$ cat src/conv_pkg.sv
`default_nettype none

package conv_pkg;

    // address map, in bus words --------------------
    localparam int CONV_ADDR_W    = 8;
    localparam int CONV_MEM_DEPTH = 64;
    localparam int CONV_MEM_AW    = $clog2(CONV_MEM_DEPTH);

    localparam logic [CONV_ADDR_W-1:0] CONV_MEM_BASE   = 8'h40;
    localparam logic [CONV_ADDR_W-1:0] CONV_RESET      = 8'd0;
    localparam logic [CONV_ADDR_W-1:0] CONV_START      = 8'd1;
    localparam logic [CONV_ADDR_W-1:0] CONV_STATUS     = 8'd2;
    localparam logic [CONV_ADDR_W-1:0] CONV_FM_DIM     = 8'd3;
    localparam logic [CONV_ADDR_W-1:0] CONV_INPUT_FM   = 8'd4;
    localparam logic [CONV_ADDR_W-1:0] CONV_WEIGHT_OFF = 8'd5;
    localparam logic [CONV_ADDR_W-1:0] CONV_OUTPUT_FM  = 8'd6;

    // types --------------------
    typedef logic [31:0] conv_word_t;

    typedef struct packed {
        logic [15:0] height;
        logic [15:0] width;
    } conv_dim_t;

    // the dimension register is written as one word and read back in halves.
    typedef union packed {
        conv_word_t raw;
        conv_dim_t  dim;
    } conv_cfg_u;

    typedef struct packed {
        logic [3:0]             we;
        logic                   re;
        logic [CONV_ADDR_W-1:0] addr;
        conv_word_t             wdata;
    } conv_bus_req_t;

    typedef struct packed {
        conv_cfg_u  fm_dim;
        conv_word_t ifm_off;
        conv_word_t wt_off;
        conv_word_t ofm_off;
    } conv_cfg_t;

    typedef struct packed {
        logic [29:0] zero;
        logic        idle;
        logic        done;
    } conv_status_t;

    typedef struct packed {
        logic [5:0] row;
        logic [5:0] col;
        logic [3:0] tap;
        logic       last_tap;
        logic       last_pixel;
    } conv_pos_t;

    typedef enum logic [2:0] {
        S_IDLE,
        S_LOAD_WT,
        S_RUN,
        S_DRAIN,
        S_DONE
    } conv_state_e;

    // replaces only the bytes whose enable is set.
    function automatic conv_word_t conv_merge_bytes(conv_word_t old_w, conv_word_t new_w,
                                                    logic [3:0] be);
        conv_word_t res;
        res = old_w;
        for (int i = 0; i < 4; i++) begin
            if (be[i]) begin
                res[8*i +: 8] = new_w[8*i +: 8];
            end
        end
        return res;
    endfunction

endpackage

`default_nettype wire
$ cat src/conv_fsm.sv
`timescale 1ns/1ps
`default_nettype none

module conv_fsm (
    input  logic                  clk,
    input  logic                  reset_i,
    input  logic                  start_i,
    input  logic                  abort_i,
    input  conv_pkg::conv_pos_t   pos_i,
    input  logic                  rd_last_i,
    output conv_pkg::conv_state_e state_o,
    output logic                  cnt_en_o,
    output logic                  cnt_clr_o,
    output logic                  idle_o,
    output logic                  done_o
);
    import conv_pkg::*;

    conv_state_e state_q;
    conv_state_e state_d;

    always_ff @(posedge clk) begin
        if (reset_i) begin
            state_q <= S_IDLE;
        end else begin
            state_q <= state_d;
        end
    end

    always_comb begin
        state_d   = state_q;
        cnt_en_o  = 1'b0;
        cnt_clr_o = 1'b0;
        done_o    = 1'b0;
        case (state_q)
            S_IDLE: begin
                cnt_clr_o = 1'b1; // hold the counter at zero.
                if (start_i) begin
                    state_d = S_LOAD_WT;
                end
            end
            S_LOAD_WT: begin
                cnt_en_o = 1'b1;
                if (pos_i.last_tap) begin
                    cnt_clr_o = 1'b1; // the run starts again from tap 0 of pixel 0.
                    state_d   = S_RUN;
                end
            end
            S_RUN: begin
                cnt_en_o = 1'b1;
                if (pos_i.last_tap && pos_i.last_pixel) begin
                    cnt_clr_o = 1'b1;
                    state_d   = S_DRAIN;
                end
            end
            S_DRAIN: begin
                if (rd_last_i) begin
                    state_d = S_DONE;
                end
            end
            S_DONE: begin
                done_o  = 1'b1;
                state_d = S_IDLE;
            end
            default: state_d = S_IDLE;
        endcase
        if (abort_i) begin
            state_d   = S_IDLE;
            cnt_clr_o = 1'b1;
        end
    end

    assign state_o = state_q;
    assign idle_o  = (state_q == S_IDLE);

endmodule

`default_nettype wire

$ cat config.mk
export PLATFORM = sky130hd
export DESIGN_NAME = conv_fsm
export DESIGN_NICKNAME = d
export VERILOG_FILES = /design/src/conv_pkg.sv /design/src/conv_fsm.sv
export SDC_FILE = /design/constraint.sdc
export NUM_CORES = 1
export LEC_CHECK = 0
export BUFFER_PORTS_ARGS = -buffer_cell sky130_fd_sc_hd__clkbuf_2
export CAP_MARGIN = 20
export CORE_AREA = 5 5 42 44
export CTS_CLUSTER_DIAMETER = 120
export DETAILED_ROUTE_END_ITERATION = 7
export DIE_AREA = 0 0 47 49
export GPL_TIMING_DRIVEN = 1
export MAX_ROUTING_LAYER = met4
export REMOVE_ABC_BUFFERS = 1
export SLEW_MARGIN = 30
export SYNTH_ARGS = -nofsm -noshare
export SYNTH_HDL_FRONTEND = slang
export SYNTH_SLANG_ARGS = --single-unit
$ cat constraint.sdc
create_clock -name clk -period 1.2 [get_ports clk]
set_input_delay 0.24 -clock clk [delete_from_list [all_inputs] [get_ports clk]]
set_output_delay 0.24 -clock clk [all_outputs]
set_load 0.01 [all_outputs]
==> results.md, run 1 <==
- Clock-pin slew was measured on the worst setup and hold paths at 40 ps.
- For the finished layout, the period the worst path requires is 1354 ps.
- Data on the critical path arrives at its endpoint at 1110 ps.
- The total CTS buffers is 3.
- The final worst-path cycle share is 1.128.
- The path class of the tightest hold or removal check is in -> reg.
- The filler cells instantiated in the layout total 156.
- The top-level port count is 30.
- The final layout contains routed wiring with a total length of 664 µm.
- The flip-flop count of the largest register after layout is 3.
- The total global routing overflow is 0.
- The switching power share of the total is 0.2641.
- In the final design database the tool counted 74 nets.
- The number of failing setup endpoints in the final timing report is 3.
- The count of clock tree sinks is 3.
- The antenna violation net count after detailed routing is 0.
- The layout overhead on the synthesized area is 87.98%.
- The half-perimeter wire length after placement is 485.3 µm.
- Ranked by total cell area, the synthesized netlist is headed by sky130_fd_sc_hd__dfxtp_1 (26%), sky130_fd_sc_hd__mux2i_1 (8.7%), sky130_fd_sc_hd__nand3b_4 (8.7%).
- The power per unit of standard cell area is 890.4 mW/mm².
- The initial antenna violation count came to 0.
- The mean routed wirelength per cell is 10.06 µm.
- The checks that failed: setup timing.
- After synthesis, the netlist uses 17 different library cells.
- The standard-cell row count is 14.
- The worst-case IR drop observed on VDD is 0.2849 mV.
- The wire length of the first global-routing pass is 1269 µm.
- The internal portion of the total power is 0.2820 mW.
- The synthesized area divided by synthesized cell count is 8.807 µm².
- The total die area is 0.002303 mm².
- After the first detailed-routing iteration, the DRC count stood at 3.
- The portion of netlist area occupied by mux cells is 0.08743.
- The number of buffers inserted for hold repair after clock tree synthesis is 0.
- The core region area is 0.001401 mm².
- For this run, the number of Yosys warnings is 0.
- TritonCTS built the clock tree.
- The final route contains 276 vias.
- After layout, the worst setup slack is -153.5 ps.
- The initial core utilization is 0.1634.
- The final weighted congestion of routability-driven global placement is 0.6549.
- The startpoint kind of the worst setup timing path is a flip-flop.
- In the final layout, the share of cells above drive strength 1 is 0.7200.
- The highest achievable clock rate is 0.7388 GHz.
- After detailed routing, the number of vias per cell comes to 4.182.
- The summed instance area of the synthesized netlist is 229.0 µm².
- The synthesized design spends more area on one cell type than any other, namely sky130_fd_sc_hd__dfxtp_1.
- Of the total synthesized cell area, the portion taken by XOR and XNOR cells is 0.03825.
- The die width is 47 µm.
- The critical path in this run is classified as reg -> out.
- The global-route usage over all layers is 0.08297.
- For this design the total switching power over the nets is 0.1012 mW.
- Entering global routing, the biggest net connects 9 pins.
- The worst setup path is captured at an output pin.
- The number of H-tree branching levels is 1.
- In this run the tightest slew margin relative to its limit is 0.8382.
- The number of global-route vias before repair is 311.
- The clock arrives with 7.730 ps of skew.
- Of the total synthesized cell area, the portion taken by AND, OR, NAND and NOR gates is 0.4153.
- The clock share of power is 0.478.
- The cell count after synthesis came out at 26.
- Setup repair after global routing could not meet its margin everywhere.
- The flop-to-flop setup slack is 60 ps.
- The sequential share of power is 0.279.
- Of the total synthesized cell area, the portion taken by full adders, half adders and majority gates is 0.
- At the end of the flow the core is filled with cells to 0.3071.
- Port buffering added 13 buffers.
- The fraction of post-synthesis cell area in the top cell type by area is 0.2623.
- The dominant combinational cell family by area after synthesis is simple AND/OR/NAND/NOR gates.
- The top fanout value on the critical path is 7.
- The total DRC errors in the routed layout is 0.
- The logic gate share of total power is 0.244.
- For this run, the register share of the synthesized area comes to 0.2623.
- For the pin with the worst max-slew slack, the measured transition is 241.8 ps.
- Summed over all cells, the static leakage comes to 0.2293 nW.
- The count of max-cap constraint violations is 0.
- The synthesized flop and latch total is 3.
- The maximum root-to-sink buffer count is 2.
- The clock latency reported for the late side of the worst-skew pair is 240 ps.
- From bottom edge to top edge, the die measures 49 µm.
- The synthesized-area fraction occupied by ao, oa, aoi and oai cells is 0.1475.
- The most common library cell in the layout ignoring fill and taps is sky130_fd_sc_hd__clkbuf_2.
- The total negative slack is -356.2 ps.
- The number of antenna diodes in the final layout is 0.
- The max-slew violation total from the final report is 0.
- The buffer type at the clock tree root is sky130_fd_sc_hd__clkbuf_4.
- The run finished, with violations left.
- The number of hold violations in the final report is 0.
- Leaving out fill and tap cells, the most frequent cells in the layout are sky130_fd_sc_hd__clkbuf_2 (9), sky130_fd_sc_hd__buf_4 (8), sky130_fd_sc_hd__nand2_1 (4), sky130_fd_sc_hd__buf_2 (4).
- The number of detailed-route iterations in the first pass is 2.
- Data on the critical path is required at its endpoint by 960 ps.
[power groups by stage]
stage / Sequential (mW) / Combinational (mW) / Clock [mW]
global placement: 0.111 / 0.0724 / 0
global route: 0.108 / 0.105 / 0.215
CTS: 0.107 / 0.0902 / 0.187
finish: 0.107 / 0.0934 / 0.183
detailed placement: 0.112 / 0.0732 / 0
floorplan: 0.113 / 0.0329 / 0
[layout make-up]
cell class	count	area, µm²	share of cell area
Tap cell	16	20.02	0.04651
Multi-Input combinational cell	22	190.2	0.4419
Sequential cell	3	68.82	0.1599
Timing Repair Buffer	21	125.1	0.2907
Clock buffer	4	26.28	0.06105
[metrics by stage]
step | cells | setup slack (ps) | hold slack [ps] | area (µm²) | power, mW
floorplan | 25 | 31.15 | 428.3 | 217.7 | 0.1455
global placement | 58 | -18.64 | 543.5 | 332.8 | 0.1837
detailed placement | 58 | -26.11 | 542.4 | 332.8 | 0.1848
CTS | 66 | -191.9 | 282.3 | 415.4 | 0.3837
global route | 66 | -251.1 | 309.9 | 430.4 | 0.4272
finish | 66 | -153.5 | 294.2 | 430.4 | 0.3833
[logic make-up after synthesis]
group           count (synthesis)
xor+xnor                        1
mux                             2
buf+inv                         1
simple gates                   15
flops                           3
compound gates                  4
[layer usage]
metal | track usage | part of all wire | wire length (µm)
met1 | 0.08333 | 0.38 | 254
met2 | 0.1176 | 0.55 | 364
met4 | 0.06912 | 0 | 0
met5 | - | 0 | 0
met3 | 0.03690 | 0.069 | 46
[what timing repair did]
action                                  CTS  global route
cloned                                    0             0
endpoints found under the hold margin     0             0
pin swaps                                 1             1
endpoints found under the setup margin    5             6
resized for setup                         8             8
setup buffers                             4             0
[synthesized netlist by cell type]
library cell,instances
sky130_fd_sc_hd__nor2b_2,1
sky130_fd_sc_hd__nor2_1,4
sky130_fd_sc_hd__o211a_1,1
sky130_fd_sc_hd__nor2b_1,1
sky130_fd_sc_hd__dfxtp_1,3
sky130_fd_sc_hd__nand3b_4,1
sky130_fd_sc_hd__buf_6,1
sky130_fd_sc_hd__mux2i_1,2
sky130_fd_sc_hd__and4_2,1
sky130_fd_sc_hd__and3_2,1
sky130_fd_sc_hd__nor3_1,1
sky130_fd_sc_hd__a32oi_1,1
sky130_fd_sc_hd__nand2_1,4
sky130_fd_sc_hd__xnor2_1,1
sky130_fd_sc_hd__o21a_1,1
sky130_fd_sc_hd__nor3b_1,1
sky130_fd_sc_hd__o21bai_1,1
[final timing paths]
kind / start / to / cells after the start
setup / recovery: state_o[0] / cnt_clr_o / 4
hold / removal: reset_i / state_o[1] / 3
setup reg to reg: state_o[1] / state_o[1] / 4
hold reg to reg: state_o[2] / state_o[0] / 3
[critical path, cell delays in order, from the launching register on]
cell and delay [ps]:
sky130_fd_sc_hd__dfxtp_4 350, sky130_fd_sc_hd__nor2b_4 120, sky130_fd_sc_hd__o21a_1 160, sky130_fd_sc_hd__o21bai_1 110, sky130_fd_sc_hd__buf_2 140
Power figures use the tool's default switching activity.
==> run 2: changes to the inputs <==
- ABC_AREA: not set -> 1
==> results.md, run 2 <==
- The clock-pin slew of the registers on the worst-case setup and hold paths is 40 ps (about the same).
- The sequential cell area in the final layout is 71.32 µm² (+3.6%).
- The worst setup path endpoint is cnt_clr_o.
- The area share of xor/xnor cells in the synthesized design is 0 (-0.03825).
- Setup repair after global routing could not meet its margin everywhere.
- The synthesized flop and latch total is 3 (unchanged).
- The number of DRC markers in iteration 0 is 1 (-2).
- The simple logic cell fraction of the synthesized area came to 0.6087 (+0.1934).
- The half-perimeter wire length after placement is 540.1 µm (+11%).
- The top-level port count is 30 (unchanged).
- The startpoint kind of the worst setup timing path is a flip-flop.
- The antenna violation net count after detailed routing is 0 (unchanged).
- The endpoint required time on the critical path is 960 ps (about the same).
- The leakage power came to 0.2596 nW (+13%).
- The top fanout value on the critical path is 4 (-3).
- The share of the core filled with cells is 0.3714 (+0.06429).
- TritonCTS built the clock tree.
- The routed wire length came to 893 µm (+34%).
- Summed over all instances, the cell type with the most area after synthesis is sky130_fd_sc_hd__dfxtp_1.
- The summed instance area of the synthesized netlist is 230.2 µm² (+0.55%).
- The arrival time of data at the critical path endpoint is 1180 ps (+70 ps).
- The slew at the pin closest to its max-slew limit is 136.0 ps (-105.8 ps).
- The largest stage delay on the critical path is 370 ps (+20 ps).
- The mean routed wirelength per cell is 10.51 µm (+4.4%).
- The flip-flop count of the largest register after layout is 3 (unchanged).
- The flop-to-flop setup slack is -20 ps (-80 ps).
- The dominant combinational cell family by area after synthesis is simple AND/OR/NAND/NOR gates.
- The critical path goes through inv_4 > nor3_4 > nand2_1 > nand2_2 > nor2_1 > nand2_1 > buf_2.
- The clock share of power is 0.454 (-0.024).
- The async set-or-reset flop fraction in the synthesized netlist is 0 (unchanged).
- Leaving out fill and tap cells, the most frequent cells in the layout are sky130_fd_sc_hd__clkbuf_2 (9), sky130_fd_sc_hd__nand2_1 (7), sky130_fd_sc_hd__nand2_2 (6), sky130_fd_sc_hd__inv_1 (6).
- The worst setup skew after layout was 3.323 ps (-4.407 ps).
- The count of max-cap constraint violations came to 0 (unchanged).
- The number of failing setup endpoints in the final timing report is 4 (+1).
- The global-route usage over all layers is 0.08003 (-0.002944).
- The highest achievable clock rate is 0.7044 GHz (-4.7%).
- The number of buffer cells added on primary ports was 13 (unchanged).
- The total inserted antenna cells is 0 (unchanged).
- The worst reg2reg path depth was 9 (+5).
- The total die area came to 0.002303 mm² (unchanged).
- The initial antenna violation count came to 0 (unchanged).
- The run finished, with violations left.
- The path type of the worst setup path is reg -> out.
- The footprint of the multi-input gates is 214.0 µm² (+13%).
- The die span in y is 49 µm (unchanged).
- The number of buffers inserted for hold repair after clock tree synthesis was 0 (unchanged).
- In the post-synthesis netlist, the cell with the most instances is sky130_fd_sc_hd__nand2_1.
- The total global routing overflow is 0 (unchanged).
- The post-synthesis instance total is 43 (+65%).
- The clock latency reported for the late side of the worst-skew pair is 230 ps (about the same).
- In this run the critical register-to-register path is captured at state_o[0].
- The area growth from synthesis to layout is 126.1%.
- The synthesized area divided by synthesized cell count is 5.354 µm² (-39%).
- The number of cells on the critical path is 7 (+3).
- The final worst-path cycle share came to 1.183 (+0.05506).
- The number of detailed-route iterations in the first pass is 2 (unchanged).
- The number of global-route vias before repair came to 295 (-5.1%).
- The logic gate share of total power came to 0.278 (+0.034).
- The path class of the tightest hold or removal check is in -> reg.
- The sequential fraction of the synthesis area is 0.2609 (-0.001426).
- The worst setup path startpoint is state_o[0].
- The worst setup path is captured at an output pin.
- The maximum root-to-sink buffer count is 2 (unchanged).
- In the synthesized netlist, the cells that appear most often are sky130_fd_sc_hd__nand2_1 (12), sky130_fd_sc_hd__nor2_1 (9), sky130_fd_sc_hd__inv_1 (8).
- The count of warnings emitted by yosys is 0 (unchanged).
- The share of post-route cells with drive strength above 1 is 0.7101 (-0.009855).
- The worst supply voltage drop on vdd is 0.3209 mV (+13%).
- The final weighted congestion of routability-driven global placement is 0.6534 (-0.23%).
- The number of H-tree branching levels is 1 (unchanged).
- For this design, the slowest cell found on the critical path is sky130_fd_sc_hd__dfxtp_4.
- The number of nets in the layout is 93 (+26%).
- The number of enable flip-flop cells after synthesis came to 0 (unchanged).
- The count of different cell masters after synthesis came to 9 (-8).
- On the critical path the largest part of the delay comes from simple AND/OR/NAND/NOR gates.
- The max-slew violation total from the final report is 0 (unchanged).
- The synthesized-area fraction occupied by ao, oa, aoi and oai cells is 0 (-0.1475).
- The core region area is 0.001401 mm² (unchanged).
- The portion of netlist area occupied by mux cells is 0 (-0.08743).
- The largest net degree at the start of global routing was 6 (-3).
- The net switching power is 0.1116 mW (+10%).
- The time the final worst path needs with I/O delays and setup was 1420 ps (+66.07 ps).
- The checks that failed: setup timing.
- The total number of vias is 360 (+30%).
- The final-layout fill cell count is 158 (+1.3%).
- The initial core utilization is 0.1643 (+0.0008927).
- The worst hold margin is 263.1 ps (-31.15 ps).
- The remaining max-slew budget at the tightest pin is 0.9090 (+0.07081).
- After synthesis, the cell types taking the most area are sky130_fd_sc_hd__dfxtp_1 (26%), sky130_fd_sc_hd__nand2_1 (20%), sky130_fd_sc_hd__nor2_1 (15%).
- The final worst-path setup slack is -219.6 ps (-66.07 ps).
- The most frequent cell on the critical path is sky130_fd_sc_hd__nand2_1.
- The count of clock tree sinks is 3 (unchanged).
- The most common library cell in the layout ignoring fill and taps is sky130_fd_sc_hd__clkbuf_2.
- The most used flip-flop cell after synthesis is sky130_fd_sc_hd__dfxtp_1.
- The standard-cell row count is 14 (unchanged).
- The internal power came to 0.2777 mW (-1.5%).
- The adder and majority cell fraction of the synthesized area is 0 (unchanged).
- The power per unit of standard cell area is 748.0 mW/mm² (-16%).
- The sequential share of power came to 0.267 (-0.012).
- The average via count per standard cell is 4.235 (+1.3%).
- The wire length of the first global-routing pass was 1200 µm (-5.4%).
- The number of hold violations in the final report came to 0 (unchanged).
- The total CTS buffers was 3 (unchanged).
- The die width is 47 µm (unchanged).
- The startpoint identified for the worst register-to-register timing path is state_o[2].
- The buffer type at the clock tree root is sky130_fd_sc_hd__clkbuf_4.
- The fraction of post-synthesis cell area in the top cell type by area is 0.2609 (-0.001426).
- The switching power share of the total is 0.2867 (+0.02255).
- The total DRC errors in the routed layout was 0 (unchanged).
- The count of buffer and inverter cells on the critical path is 2 (+1).
## run 2: how the worst min path moves through the flow
stage / from / to / slack, ps / cells after the start
3_3_place_gp: reset_i / state_o[0] / 510 / 4
3_5_place_dp: reset_i / state_o[0] / 520 / 4
6_report: reset_i / state_o[2] / 260 / 4
4_1_cts: reset_i / state_o[1] / 260 / 4
2_1_floorplan: reset_i / state_o[2] / 410 / 3
5_1_grt: reset_i / state_o[2] / 300 / 4
## run 2: power groups by stage
stage / clock (mW) / combinational, mW / sequential, mW
6_report: 0.177 / 0.108 / 0.104
4_1_cts: 0.186 / 0.0806 / 0.107
3_5_place_dp: 0 / 0.0773 / 0.107
3_3_place_gp: 0 / 0.0770 / 0.107
5_1_grt: 0.190 / 0.121 / 0.104
2_1_floorplan: 0 / 0.0371 / 0.111
## run 2: area by class of cell
| class | instances | share of cell area |
|---|---|---|
| clock buffers | 4 | 0.05048 |
| inverters | 8 | 0.06731 |
| multi-input cells | 32 | 0.4111 |
| flip-flops and latches | 3 | 0.1370 |
| well taps | 16 | 0.03846 |
| repair buffers | 22 | 0.2957 |
## run 2: metrics by stage
stage                     std cells  cell area, µm²  TNS (ps)  power [mW]  worst slack (ps)
after floorplan                  43           230.2    -12.10      0.1477            -12.10
after global placement           77           352.8    -32.37      0.1844            -32.37
after detailed placement         77           352.8    -35.86      0.1847            -35.86
after CTS                        81           397.9    -587.2      0.3735            -247.4
after global routing             85           520.5    -905.2      0.4154            -319.3
final                            85           520.5    -600.2      0.3894            -219.6
## run 2: kinds of logic (layout without fill, tap and decap cells)
kind of cell | after synthesis | after routing
AND/OR/NAND/NOR | 32 | 32
buffers and inverters | 8 | 34
flip-flops | 3 | 3
## run 2: worst min-delay path, cell delays in order
cell and delay [ps]:
sky130_fd_sc_hd__clkbuf_2 70, sky130_fd_sc_hd__nor2_1 40, sky130_fd_sc_hd__inv_1 60, sky130_fd_sc_hd__nor2_1 40
## run 2: routing by layer
metal / wire length (µm) / global-route usage / vias up
met1: 327 / 0.08534 / 161
met5: 0 / - / -
met3: 69 / 0.01107 / 4
met4: 52 / 0.09677 / 0
met2: 445 / 0.1086 / 14
li1: - / - / 181
## run 2: repair_timing
item | 4_1_cts | 5_1_grt
endpoints found under the setup margin | 4 | 5
buffers inserted | 0 | 4
pin swaps | 2 | 13
gates resized for setup | 8 | 30
==> run 3: changes to the inputs <==
- CELL_PAD_IN_SITES_DETAIL_PLACEMENT: not set -> 2
- CELL_PAD_IN_SITES_GLOBAL_PLACEMENT: not set -> 2
- CORE_AREA: 5 5 42 44 -> not set
- CORE_MARGIN: not set -> 5
- CORE_UTILIZATION: not set -> 10
- DIE_AREA: 0 0 47 49 -> not set
- PLACE_DENSITY_LB_ADDON: not set -> 0.1
==> results.md, run 3 (same netlist as run 2, synthesis figures left out) <==
- The run finished, with violations left.
- The final reports fail on setup timing.
- The capture point of the worst reg-to-reg path is state_o[0].
- The remaining max-slew budget at the tightest pin was 0.8965 (-0.01253).
- The flop-to-flop setup slack is -30 ps (about the same).
- The half-perimeter wire length after placement is 815.1 µm (+51%).
- The logic gate share of total power came to 0.268 (-0.010).
- The final-layout fill cell count is 287 (+82%).
- The max-slew violation total from the final report is 0 (unchanged).
- The internal power is 0.2739 mW (-1.4%).
- The power per unit of standard cell area is 748.6 mW/mm² (about the same).
- The number of global-route vias before repair is 391 (+33%).
- The clock-pin slew of the registers on the worst-case setup and hold paths came to 40 ps (about the same).
- The endpoint required time on the critical path came to 960 ps (about the same).
- The highest achievable clock rate is 0.7166 GHz (+1.7%).
- The sequential share of power is 0.269 (+0.002).
- The total global routing overflow is 0 (unchanged).
- The core region area is 0.002212 mm² (+58%).
- The slew at the pin closest to its max-slew limit is 154.7 ps (+18.72 ps).
- The overall power of the completed layout is 0.3822 mW (-1.8%).
- The time the final worst path needs with I/O delays and setup was 1395 ps (-24.15 ps).
- The worst supply voltage drop on vdd is 0.3411 mV (+6.3%).
- The worst hold path begins at reset_i.
- The average via count per standard cell came to 3.633 (-14%).
- The sequential cell area in the final layout is 68.82 µm² (-3.5%).
- The met1 capacity usage during global routing is 0.06719 (-0.01815).
- The number of H-tree branching levels is 1 (unchanged).
- The busiest layer in global routing is met2.
- The total negative slack is -622.9 ps (-22.77 ps).
- The final weighted congestion of routability-driven global placement is 0.6597 (+0.96%).
- The met3 layer usage reported by global route is 0.01559 (+0.004520).
- The number of hold violations in the final report is 0 (unchanged).
- The number of DRC markers in iteration 0 is 0 (-1).
- The number of buffers inserted for hold repair after clock tree synthesis came to 0 (unchanged).
- The number of buffer cells added on primary ports is 13 (unchanged).
- The arrival time of data at the critical path endpoint is 1160 ps (-20 ps).
- The worst reg2reg path depth was 9 (unchanged).
- The maximum root-to-sink buffer count is 2 (unchanged).
- The count of max-cap constraint violations was 0 (unchanged).
- The total die area is 0.003362 mm² (+46%).
- The flip-flop count of the largest register after layout came to 3 (unchanged).
- The initial core utilization is 0.1041 (-0.06021).
- The total number of vias came to 356 (-1.1%).
- The largest net degree at the start of global routing came to 5 (-1).
- The class of the tightest hold or removal check is in -> reg.
- The net switching power came to 0.1083 mW (-3.0%).
- The global-route usage over all layers is 0.06620 (-0.01383).
- The clock latency reported for the late side of the worst-skew pair came to 230 ps (about the same).
- The critical register-to-register path startpoint is state_o[0].
- The die width is 57.98 µm (+23%).
- The wire length of the first global-routing pass came to 1628 µm (+36%).
- Setup repair after global routing could not meet its margin everywhere.
- The antenna violation net count after detailed routing came to 0 (unchanged).
- The share of post-route cells with drive strength above 1 was 0.6571 (-0.05300).
- The startpoint kind of the worst setup timing path is a flip-flop.
- The footprint of the multi-input gates came to 196.4 µm² (-8.2%).
- Leaving out fill and tap cells, the most frequent cells in the layout are sky130_fd_sc_hd__clkbuf_2 (11), sky130_fd_sc_hd__nand2_1 (8), sky130_fd_sc_hd__inv_1 (7), sky130_fd_sc_hd__buf_4 (7).
- The final worst-path cycle share is 1.163 (-0.02013).
- Leaving out fill and tap cells, the most frequent cell in the layout is sky130_fd_sc_hd__clkbuf_2.
- The switching power share of the total came to 0.2833 (-0.003402).
- The leakage power is 0.2655 nW (+2.3%).
- The number of detailed-route iterations in the first pass is 1 (-1).
- The total DRC errors in the routed layout came to 0 (unchanged).
- The initial antenna violation count came to 0 (unchanged).
- The terminating pin of the worst hold path is state_o[0].
- The sort of element at the end of the critical path is an output pin.
- The top fanout value on the critical path was 3 (-1).
- The worst setup skew after layout is 2.448 ps (-0.8744 ps).
- The placed instance count is 92 (+19%).
- The met2 demand-to-capacity share in global routing is 0.1145 (+0.005919).
- Tracing the worst setup path back leads to its startpoint at state_o[0].
- The instance count along the most critical hold path is 4 (unchanged).
- The setup path with the least slack is of type reg -> out.
- The clock share of power is 0.463 (+0.009).
- The layout overhead on the synthesized area is 121.7%.
- The total inserted antenna cells is 0 (unchanged).
- The number of failing setup endpoints in the final timing report is 5 (+1).
- The die span in y is 57.98 µm (+18%).
- The top-level port count is 30 (unchanged).
- The routed wire length is 984 µm (+10%).
- The total CTS buffers is 3 (unchanged).
- The final worst-path setup slack is -195.4 ps (+24.16 ps).
- The standard-cell row count was 17 (+3).
- The mean routed wirelength per cell is 10.04 µm (-4.4%).
- The buffer type at the clock tree root is sky130_fd_sc_hd__clkbuf_4.
- The number of nets in the layout is 94 (+1.1%).
- The TritonCTS clock tree is yes.
- The number of standard cells in the final layout excluding fillers is 98 (+15%).
- The count of clock tree sinks was 3 (unchanged).
run 3: cell count changes in the layout (fill, tap and decap cells not counted), moves of 2 or more:
cell,before,now
sky130_fd_sc_hd__buf_4,5,7
sky130_fd_sc_hd__nand3_2,3,1
sky130_fd_sc_hd__buf_6,5,3
sky130_fd_sc_hd__nand3_1,1,3
sky130_fd_sc_hd__clkbuf_2,9,11
run 3: area by class of cell:
class | count | area share
tap | 28 | 0.06863
timing repair buffer | 23 | 0.2966
inverter | 8 | 0.06373
sequential | 3 | 0.1348
multi-input combinational | 32 | 0.3848
clock buffer | 4 | 0.05147
run 3: worst max-delay path by stage:
stage                      to  slack, ps
CTS                 cnt_clr_o       -220
detailed placement  cnt_clr_o        -80
floorplan           cnt_clr_o        -10
finish              cnt_clr_o       -200
global placement    cnt_clr_o        -80
global route        cnt_clr_o       -290
run 3: per-stage QoR:
stage	hold slack, ps	util	setup WS (ps)	cell area, µm²
6_report	275.2	0.2308	-195.4	510.5
3_5_place_dp	526.3	0.1765	-75.09	390.4
3_3_place_gp	523.3	0.1765	-80.71	390.4
5_1_grt	287.7	0.2308	-290.4	510.5
4_1_cts	282.5	0.2189	-219.9	484.2
2_1_floorplan	407.8	-	-12.10	230.2
run 3: routing by layer:
metal / vias up / wire length, µm
li1: 182 / -
met1: 168 / 395
met2: 6 / 542
met3: 0 / 46
met4: 0 / 0
met5: - / 0
run 3: worst max-delay path: stages, from the launching register on:
cell,delay (ps)
sky130_fd_sc_hd__dfxtp_2,320
sky130_fd_sc_hd__buf_6,130
sky130_fd_sc_hd__nor2_4,100
sky130_fd_sc_hd__nand3_2,80
sky130_fd_sc_hd__nand2_2,80
sky130_fd_sc_hd__nor2_1,40
sky130_fd_sc_hd__nand2_1,40
sky130_fd_sc_hd__clkbuf_2,120
run 3: what timing repair did:
action,4_1_cts,5_1_grt
pin swaps,3,2
endpoints found under the setup margin,5,7
setup buffers,2,0
resized for setup,18,9
run 3: power groups by stage:
stage | sequential [mW] | clock (mW) | combinational (mW)
detailed placement | 0.108 | 0 | 0.0856
floorplan | 0.111 | 0 | 0.0371
global route | 0.104 | 0.199 | 0.115
CTS | 0.105 | 0.186 | 0.103
global placement | 0.108 | 0 | 0.0853
finish | 0.103 | 0.177 | 0.102
